`config.mk`:
```
export PLATFORM = sky130hd
export DESIGN_NAME = cabinet_io_top
export DESIGN_NICKNAME = d
export VERILOG_FILES = /design/src/source/cabinet_pkg.sv /design/src/source/cabinet_io_top.sv /design/src/source/audio_dac.sv /design/src/source/control_mapper.sv /design/src/source/key_decoder.sv /design/src/source/input_sync.sv
export SDC_FILE = /design/constraint.sdc
export NUM_CORES = 1
export LEC_CHECK = 0
export ABC_AREA = 1
export BUFFER_PORTS_ARGS = -buffer_cell sky130_fd_sc_hd__buf_4
export CAP_MARGIN = 20
export CORE_UTILIZATION = 55
export DETAILED_ROUTE_END_ITERATION = 7
export GPL_TIMING_DRIVEN = 1
export PLACE_DENSITY = 0.79
export SLEW_MARGIN = 10
export SYNTH_ARGS = -nofsm -noshare
export SYNTH_HDL_FRONTEND = slang
export SYNTH_SLANG_ARGS = --single-unit
```
`constraint.sdc`:
```
create_clock -name clk_24 -period 2.2 [get_ports clk_24]
set_clock_uncertainty 0.1 [all_clocks]
set_input_delay 0.11 -clock clk_24 [delete_from_list [all_inputs] [get_ports clk_24]]
set_output_delay 0.11 -clock clk_24 [all_outputs]
set_load 0.05 [all_outputs]
```
`src/source/cabinet_pkg.sv`:
```
//====================
// Shared widths, key codes and payload types for the cabinet I/O path
// Scan codes are PS/2 set 2 values; the extended flag is not decoded
// Mix and accumulator widths hold snd_b * 4 + snd_a without overflow
//====================

package cabinet_pkg;

	// ====================
	// Control word
	// ====================
	localparam int unsigned ctl_width = 7;  // coin, start, fire, up, down, left, right

	// ====================
	// Key codes
	// ====================
	localparam logic [7:0] key_up     = 8'h75;
	localparam logic [7:0] key_down   = 8'h72;
	localparam logic [7:0] key_left   = 8'h6B;
	localparam logic [7:0] key_right  = 8'h74;
	localparam logic [7:0] key_coin   = 8'h76; // ESC
	localparam logic [7:0] key_start1 = 8'h05; // F1
	localparam logic [7:0] key_start2 = 8'h06; // F2
	localparam logic [7:0] key_fire1  = 8'h29; // Space
	localparam logic [7:0] key_fire2  = 8'h11; // Alt
	localparam logic [7:0] key_fire3  = 8'h14; // Ctrl

	// Keyboard event from the host, strobe toggles once per event
	typedef struct packed {
		logic       strobe;    // bit 10
		logic       pressed;   // bit 9
		logic       extended;  // bit 8
		logic [7:0] code;
	} key_event_t;

	// One joystick, active high
	typedef struct packed {
		logic [1:0] unused;
		logic       fire2;
		logic       fire1;
		logic       up;
		logic       down;
		logic       left;
		logic       right;
	} joy_t;

	// Host levels crossing into clk_24 together
	typedef struct packed {
		logic rotate;
		joy_t joy_1;
		joy_t joy_0;
	} host_levels_t;

	// ====================
	// Sound
	// ====================
	localparam int unsigned snd_width = 8;
	localparam int unsigned mix_width = 11;
	localparam int unsigned snd_b_shift = 2;  // Channel B weighted by 4

endpackage
```
`src/source/cabinet_io_top.sv`:
```
//====================
// Cabinet control and sound path
// key_event, joysticks and rotate are asynchronous host inputs
// snd_a and snd_b must already be synchronous to clk_24
// Joystick and rotate reach the outputs in 3 cycles, key events in 4
//====================

`timescale 1ns/1ps

module cabinet_io_top import cabinet_pkg::*; (
	input  logic                 clk_24,
	input  logic                 arst_n,
	input  key_event_t           key_event,
	input  joy_t                 joy_0,
	input  joy_t                 joy_1,
	input  logic                 rotate,
	input  logic [snd_width-1:0] snd_a,
	input  logic [snd_width-1:0] snd_b,
	output logic [ctl_width-1:0] p1_controls,
	output logic [ctl_width-1:0] p2_controls,
	output logic                 bomb,
	output logic                 audio_out
);

	key_event_t   key_event_sync;
	host_levels_t levels_sync;  // Joystick pair plus rotate

	logic btn_up, btn_down, btn_left, btn_right;
	logic btn_coin, btn_start1, btn_start2;
	logic btn_fire1, btn_fire2, btn_fire3;

	// ====================
	// Synchronizers
	// ====================
	input_sync #(.payload_t(key_event_t)) u_key_sync (
		.clk_24 (clk_24),
		.arst_n (arst_n),
		.d      (key_event),
		.q      (key_event_sync)
	);

	input_sync #(.payload_t(host_levels_t)) u_levels_sync (
		.clk_24 (clk_24),
		.arst_n (arst_n),
		.d      ({rotate, joy_1, joy_0}),
		.q      (levels_sync)
	);

	key_decoder u_key_decoder (
		.clk_24     (clk_24),
		.arst_n     (arst_n),
		.key_event  (key_event_sync),
		.btn_up     (btn_up),
		.btn_down   (btn_down),
		.btn_left   (btn_left),
		.btn_right  (btn_right),
		.btn_coin   (btn_coin),
		.btn_start1 (btn_start1),
		.btn_start2 (btn_start2),
		.btn_fire1  (btn_fire1),
		.btn_fire2  (btn_fire2),
		.btn_fire3  (btn_fire3)
	);

	control_mapper u_control_mapper (
		.clk_24      (clk_24),
		.arst_n      (arst_n),
		.rotate      (levels_sync.rotate),
		.btn_up      (btn_up),
		.btn_down    (btn_down),
		.btn_left    (btn_left),
		.btn_right   (btn_right),
		.btn_coin    (btn_coin),
		.btn_start1  (btn_start1),
		.btn_start2  (btn_start2),
		.btn_fire1   (btn_fire1),
		.btn_fire2   (btn_fire2),
		.btn_fire3   (btn_fire3),
		.joy_0       (levels_sync.joy_0),
		.joy_1       (levels_sync.joy_1),
		.p1_controls (p1_controls),
		.p2_controls (p2_controls),
		.bomb        (bomb)
	);

	audio_dac u_audio_dac (
		.clk_24    (clk_24),
		.arst_n    (arst_n),
		.snd_a     (snd_a),
		.snd_b     (snd_b),
		.audio_out (audio_out)
	);

endmodule

```
`src/source/audio_dac.sv`:
```
//====================
// Two-channel mixer and first-order sigma-delta DAC
// Inputs must already be synchronous to clk_24
// Output density is mix / 2048; needs an external low-pass filter
//====================

`timescale 1ns/1ps

module audio_dac import cabinet_pkg::*; (
	input  logic                 clk_24,
	input  logic                 arst_n,
	input  logic [snd_width-1:0] snd_a,
	input  logic [snd_width-1:0] snd_b,
	output logic                 audio_out
);

	logic [mix_width-1:0] mix_next;
	logic [mix_width-1:0] mix_q;   // Registered weighted mix
	logic [mix_width-1:0] acc;     // Modulator state
	logic [mix_width:0]   acc_sum; // Carry in the top bit

	// ====================
	// Mixer
	// ====================
	assign mix_next = (mix_width'(snd_b) << snd_b_shift) + mix_width'(snd_a);

	always_ff @(posedge clk_24 or negedge arst_n) begin
		if (!arst_n) begin
			mix_q <= '0;
		end else begin
			mix_q <= mix_next;
		end
	end

	// ====================
	// Modulator
	// ====================
	assign acc_sum = {1'b0, acc} + {1'b0, mix_q};

	always_ff @(posedge clk_24 or negedge arst_n) begin
		if (!arst_n) begin
			acc       <= '0;
			audio_out <= 1'b0;
		end else begin
			acc       <= acc_sum[mix_width-1:0];  // Wraps modulo 2^11
			audio_out <= acc_sum[mix_width];      // One pulse per wrap
		end
	end

endmodule

```
`src/source/control_mapper.sv`:
```
//====================
// Player control words from keys and both joysticks
// rotate high selects the normal table, low the quarter-turned one
// Both players share directions and fire; btn_fire3 is not mapped
//====================

`timescale 1ns/1ps

module control_mapper import cabinet_pkg::*; (
	input  logic                 clk_24,
	input  logic                 arst_n,
	input  logic                 rotate,
	input  logic                 btn_up,
	input  logic                 btn_down,
	input  logic                 btn_left,
	input  logic                 btn_right,
	input  logic                 btn_coin,
	input  logic                 btn_start1,
	input  logic                 btn_start2,
	input  logic                 btn_fire1,
	input  logic                 btn_fire2,
	input  logic                 btn_fire3,  // Left for cores with a third button
	input  joy_t                 joy_0,
	input  joy_t                 joy_1,
	output logic [ctl_width-1:0] p1_controls,
	output logic [ctl_width-1:0] p2_controls,
	output logic                 bomb
);

	// Merged sources before rotation
	logic any_up, any_down, any_left, any_right;
	logic m_up, m_down, m_left, m_right;
	logic m_fire, m_bomb;

	assign any_up    = btn_up    | joy_0.up    | joy_1.up;
	assign any_down  = btn_down  | joy_0.down  | joy_1.down;
	assign any_left  = btn_left  | joy_0.left  | joy_1.left;
	assign any_right = btn_right | joy_0.right | joy_1.right;

	// Quarter turn when rotate is low
	assign m_up    = rotate ? any_up    : any_right;
	assign m_down  = rotate ? any_down  : any_left;
	assign m_left  = rotate ? any_left  : any_up;
	assign m_right = rotate ? any_right : any_down;

	assign m_fire = btn_fire1 | joy_0.fire1 | joy_1.fire1;
	assign m_bomb = btn_fire2 | joy_0.fire2 | joy_1.fire2;

	// ====================
	// Output registers
	// ====================
	always_ff @(posedge clk_24 or negedge arst_n) begin
		if (!arst_n) begin
			p1_controls <= '0;
			p2_controls <= '0;
			bomb        <= 1'b0;
		end else begin
			p1_controls <= {btn_coin, btn_start1, m_fire, m_up, m_down, m_left, m_right};
			p2_controls <= {1'b0, btn_start2, m_fire, m_up, m_down, m_left, m_right};
			bomb        <= m_bomb;
		end
	end

endmodule

```
`src/source/key_decoder.sv`:
```
//====================
// Keyboard event decoder with held button states
// Expects a synchronized event; a strobe of 1 right after reset
// counts as a new event
// Unmapped codes and the extended flag are ignored
//====================

`timescale 1ns/1ps

module key_decoder import cabinet_pkg::*; (
	input  logic       clk_24,
	input  logic       arst_n,
	input  key_event_t key_event,
	output logic       btn_up,
	output logic       btn_down,
	output logic       btn_left,
	output logic       btn_right,
	output logic       btn_coin,
	output logic       btn_start1,
	output logic       btn_start2,
	output logic       btn_fire1,
	output logic       btn_fire2,
	output logic       btn_fire3
);

	logic strobe_prev;  // Strobe value one cycle earlier
	logic new_event;

	assign new_event = key_event.strobe != strobe_prev;

	always_ff @(posedge clk_24 or negedge arst_n) begin
		if (!arst_n) begin
			strobe_prev <= 1'b0;
		end else begin
			strobe_prev <= key_event.strobe;
		end
	end

	// ====================
	// Held buttons
	// ====================
	always_ff @(posedge clk_24 or negedge arst_n) begin
		if (!arst_n) begin
			btn_up     <= 1'b0;
			btn_down   <= 1'b0;
			btn_left   <= 1'b0;
			btn_right  <= 1'b0;
			btn_coin   <= 1'b0;
			btn_start1 <= 1'b0;
			btn_start2 <= 1'b0;
			btn_fire1  <= 1'b0;
			btn_fire2  <= 1'b0;
			btn_fire3  <= 1'b0;
		end else if (new_event) begin
			case (key_event.code)
				key_up:     btn_up     <= key_event.pressed;
				key_down:   btn_down   <= key_event.pressed;
				key_left:   btn_left   <= key_event.pressed;
				key_right:  btn_right  <= key_event.pressed;
				key_coin:   btn_coin   <= key_event.pressed;
				key_start1: btn_start1 <= key_event.pressed;
				key_start2: btn_start2 <= key_event.pressed;
				key_fire1:  btn_fire1  <= key_event.pressed;
				key_fire2:  btn_fire2  <= key_event.pressed;
				key_fire3:  btn_fire3  <= key_event.pressed;
				default: ;  // Not a cabinet key
			endcase
		end
	end

endmodule

```
`src/source/input_sync.sv`:
```
//====================
// Two-flop synchronizer for host-side levels
// Each bit is synchronized on its own; multi-bit payloads may be
// sampled torn for one cycle while they change
//====================

`timescale 1ns/1ps

module input_sync #(
	parameter type payload_t = logic
) (
	input  logic     clk_24,
	input  logic     arst_n,
	input  payload_t d,
	output payload_t q
);

	payload_t stage_1;  // First stage, may be metastable

	always_ff @(posedge clk_24 or negedge arst_n) begin
		if (!arst_n) begin
			stage_1 <= '0;
			q       <= '0;
		end else begin
			stage_1 <= d;
			q       <= stage_1;
		end
	end

endmodule

```
== Word level (Yosys, flattened, before mapping) ==
Cells that the tools add are included.

* Add/sub/neg operators: 2
* Eq/ne operators: 10
* Multiplexer cells: 4
* Bitwise gates (word level): 12
* Reductions and logical operators: 9

{| class="wikitable"
|+ Operators with widths
! operator !! number
|-
| == test 8 x 7 -> 1 bit, second input constant || 5
|-
| AND reduction 2 bit || 9
|-
| == test 8 x 3 -> 1 bit, second input constant || 2
|-
| adder 11 x 11 -> 12 bit || 1
|-
| OR 1 bit || 12
|-
| adder 10 x 8 -> 11 bit || 1
|-
| == test 8 x 5 -> 1 bit, second input constant || 1
|-
| == test 8 x 6 -> 1 bit, second input constant || 1
|-
| two-way mux 1 bit || 4
|-
| != test 1 bit || 1
|}

* Flip-flop bits (word level): 93
* Bits of input ports: 46
* Output and inout bits: 16
* Logic and storage cells: 85

== Longest topological paths before layout ==
* Depth in word-level cells: 3
* Gate-level depth with buffers: 10
* Gate-level depth less buffers: 10

== Modules after synthesis ==
A second synthesis with hierarchy kept.

* Cells, all modules: 368
* Area, all modules: 3888.7 µm²

{| class="wikitable"
|+ By module, submodules not included
! module !! instances !! cells each !! area each (µm²)
|-
| audio_dac || 1 || 173 || 1427.6
|-
| input_sync at u_levels_sync || 1 || 34 || 850.8
|-
| key_decoder || 1 || 92 || 669.4
|-
| input_sync at u_key_sync || 1 || 22 || 550.5
|-
| control_mapper || 1 || 47 || 390.4
|}

== Worst setup path after synthesis ==
Ideal clock, no wire load.

* Kind: reg-to-reg
* From: register u_audio_dac.acc[0]
* To: register u_audio_dac.acc[8]
* Arrival: 1355 ps
* Setup slack: 628 ps
* Cell stages (with the launch flop): 10
* Buffers on the path: 0
* Path through: dfrtp_1 -> ha_1 -> inv_1 -> fa_1 -> inv_1 -> nand3_1 -> nand3_1 -> nand2_1 -> nand3_1 -> nand2_1

* Word-level cells in the longest chain between the ends: 1

{| class="wikitable"
|+ RTL lines
! what !! RTL line !! RTL
|-
| start, declared || audio_dac.sv:19 || <nowiki>logic [mix_width-1:0] acc;</nowiki>
|-
| start signal, assigned || audio_dac.sv:45 || <nowiki>acc <= acc_sum[mix_width-1:0];</nowiki>
|-
| adder 11 x 11 -> 12 bit || audio_dac.sv:38 || <nowiki>assign acc_sum = {1'b0, acc} + {1'b0, mix_q};</nowiki>
|-
| named net u_audio_dac.acc_sum[8] || audio_dac.sv:20 || <nowiki>logic [mix_width:0] acc_sum;</nowiki>
|}

The timed path passes the listed nets, and every way through them passes these cells.
A chain may end at the register's enable or synchronous reset.

== Worst setup path in the final report ==
* From: input port snd_b[0]
* To: register u_audio_dac.mix_q[3]

* Word-level cells in the longest chain between the ends: 1

{| class="wikitable"
|+ RTL lines
! what !! RTL line !! RTL
|-
| start, declared || cabinet_io_top.sv:18 || <nowiki>input logic [snd_width-1:0] snd_b,</nowiki>
|-
| adder 10 x 8 -> 11 bit || audio_dac.sv:25 || <nowiki>assign mix_next = (mix_width'(snd_b) << snd_b_shift) + mix_width'(snd_a);</nowiki>
|-
| named net u_audio_dac.mix_next[3] || audio_dac.sv:17 || <nowiki>logic [mix_width-1:0] mix_next;</nowiki>
|-
| end signal, assigned || audio_dac.sv:31 || <nowiki>mix_q <= mix_next;</nowiki>
|-
| end, declared || audio_dac.sv:18 || <nowiki>logic [mix_width-1:0] mix_q;</nowiki>
|}

The timed path passes the listed nets, and every way through them passes these cells.

==> results.ini <==
[timing]
finalSetupTns_ps=0
setup_viol_count_final=0
fmax_mhz=549.5
relSlewSlack_pct=47.76
period_share_pct=82.72
fin_crit_ps=1820
hold_violations=0
tightest_slew_ps=783.6
slew_viol_final=0
rsz0062_at_grt=no

[global_route]
antenna_found_initial=0
grt_pass1_vias=2599
grtUsageTotal_pct=21.86
overflow=0
grt_pass1_wl_microns=10410
grt_max_degree=67

[clock_network]
ctsRootBufferMaster=clkbuf_8
cts_sinks=88
path_clk_slew_ps=80
cts_tree=yes
cts_resized=0
ctsHoldBuffers=32
cts_setup_buffers=0
clock_latency_ps=350
ctsHtreeMaxLevel=3
numCtsBuffers=9
clockBufferDepth=2

[logic_synthesis]
syn_area_sq_mm=0.003452
synth_top_family_by_area=simple AND/OR/NAND/NOR gates
yosys.area.top_type=dfrtp_1
synth_ff_type=dfrtp_1
netlist_top_cells_area=dfrtp_1, nand2_1, ha_1
ys_ff_latch=88
ys_top_cells_by_count=dfrtp_1, nand2_1, inv_1
synth_simple_gate_area_share_pct=18.16
ys_seq_area_share_pct=63.79
avgSynthCellArea_sq_um=10.59
synth_fp_nets=391
synth-xor-area-share_pct=2.030
yosysUniqueCellTypes=22
synthAdderAreaFrac_pct=7.321
async_flop_share_pct=100.0
synth_compound_area_share_pct=3.480
synth_top_area_share_pct=63.79
syn_inst=326
ys_warn_count=0
synth_mux_area_share_pct=0
post-synth-top-count-cell=dfrtp_1
synth_edf_count=0

[flow_run]
maxCapViolCount=0

[critical_path]
arrival_ps=1960
cp-start-kind=input pin
cp_max_fo=2
worstSetupEndpointType=flip-flop
crit_type=input pin to flip-flop
ff2ff_setup_slack_ps=450
critPathRequiredTime_ps=2340

[power_and_ir_drop]
power_uw=4184
ir_drop_uv=542.6
p_leak_uw=0.002238
p_per_area_mw_per_mm2=949.5

[route]
wl_microns=6036
drc=0
avgRoutedWirePerCell_microns=12.12
initialDrtViolationCount=107
via_per_inst=4.918
postRouteAntennaNets=0
vias=2449
drtPass1Iterations=4

[place]
dp_hpwl_microns=4280
dp_cells=451
gp_congestion=0.9110
portBuffers=55

[finish]
fill_cells=412
area_delta_synth_final_pct=27.66
drive_above_1_share_pct=18.20
multi_input_comb_area_sq_mm=0.001074
antenna_cells=0
final_cells=498
utilization_pct=73.56
regArea_sq_mm=0.002202
nets=484

[floorplan]
coreArea_sq_mm=0.005991
num_rows=28
die_area_sq_mm=0.006598
top_level_ports=62
fp.dieH_microns=81.23
initial_utilization_pct=57.62
die_w_microns=81.23

[status]
status=finished, final reports clean

[min_path]
hold_path.class=input pin to flip-flop

==> where the power goes <==
| part | switching, uW | internal (uW) |
|---|---|---|
| clock | 529 | 404 |
| sequential | 84.0 | 1830 |
| combinational | 823 | 518 |
==> flip-flops by register name (all words and copies together), names as in the netlist <==
| signal | cells |
|---|---|
| u_key_sync.q | 10 |
| u_key_decoder.btn_fire1 | 1 |
| u_key_decoder.btn_start2 | 1 |
| u_audio_dac.mix_q | 11 |
| u_levels_sync.q | 13 |
| u_audio_dac.audio_out | 1 |
| u_key_sync.stage_1 | 10 |
| u_control_mapper.bomb | 1 |
| u_key_decoder.btn_right | 1 |
| u_key_decoder.btn_fire2 | 1 |
| u_key_decoder.btn_left | 1 |
| u_key_decoder.btn_up | 1 |
| u_key_decoder.strobe_prev | 1 |
| u_key_decoder.btn_down | 1 |
| u_key_decoder.btn_coin | 1 |
| u_control_mapper.p1_controls | 7 |
| u_key_decoder.btn_start1 | 1 |
| u_control_mapper.p2_controls | 1 |
| u_levels_sync.stage_1 | 13 |
| u_audio_dac.acc | 11 |
==> cells in the final DEF, fill, tap and decap left out <==
master and instances:
dfrtp_1 88, nand2_1 85, buf_4 57, inv_1 34, dlygate4sd3_1 32, nand3_1 24, nor2_1 17, ha_1 17
nor3_1 12, a21oi_1 9, clkbuf_8 9, xor2_1 6, o21ai_0 5, o21ai_1 5, nand4_1 3, nand3_2 2
a21oi_2 2, nor2_2 2, xnor2_1 2, or3_1 2, fa_1 2, clkinvlp_4 2, clkinv_2 2, o21a_1 1
conb_1 1, inv_6 1, clkbuf_1 1
==> critical path, stage by stage <==
cell and delay (ps):
dlygate4sd3_1 540, buf_4 130, ha_1 200, fa_1 420
dlygate4sd3_1 560
==> cell type report <==
| class | count | area share [%] |
|---|---|---|
| flip-flops and latches | 88 | 49.97 |
| multi-input cells | 197 | 24.36 |
| repair buffers | 89 | 16.98 |
| clock buffers | 10 | 2.896 |
| inverters | 34 | 2.896 |
| well taps | 75 | 2.129 |
| clock inverters | 5 | 0.7666 |
==> routing by layer <==
layer	track usage (%)	share of wire (%)	up-vias
li1	-	-	1220
met3	8.764	4.7	15
met2	41.18	55	58
met1	20.38	38	1156
met5	0	0	-
met4	9.821	2.2	0
==> final timing paths <==
kind,start,end,depth (start not counted)
worst min-delay path,snd_b[2],u_audio_dac.mix_q[4]$_DFF_PN0_,3
worst min register to register,u_levels_sync.stage_1[8]$_DFF_PN0_,u_levels_sync.q[8]$_DFF_PN0_,0
max in group asynchronous,arst_n,u_audio_dac.mix_q[9]$_DFF_PN0_,3
worst max register to register,u_audio_dac.mix_q[0]$_DFF_PN0_,u_audio_dac.acc[8]$_DFF_PN0_,9
worst max-delay path,snd_b[0],u_audio_dac.mix_q[3]$_DFF_PN0_,5
min in group asynchronous,arst_n,u_levels_sync.stage_1[12]$_DFF_PN0_,2
==> logic make-up after synthesis <==
logic type,count (synthesis)
other cells,1
buf+inv,41
xor+xnor,8
compound gates,22
simple gates,147
flops,88
fa+ha+maj,19
==> metrics by stage <==
stage	cell area, sq um	setup WS [ps]	hold WS [ps]
2_1_floorplan	3452	628.5	-285.6
3_3_place_gp	3925	525.0	119.8
3_5_place_dp	3925	449.6	120.3
4_1_cts	4407	405.8	10.71
5_1_grt	4407	336.7	25.49
6_report	4407	380.2	34.87
Power figures use the tool's default switching activity.
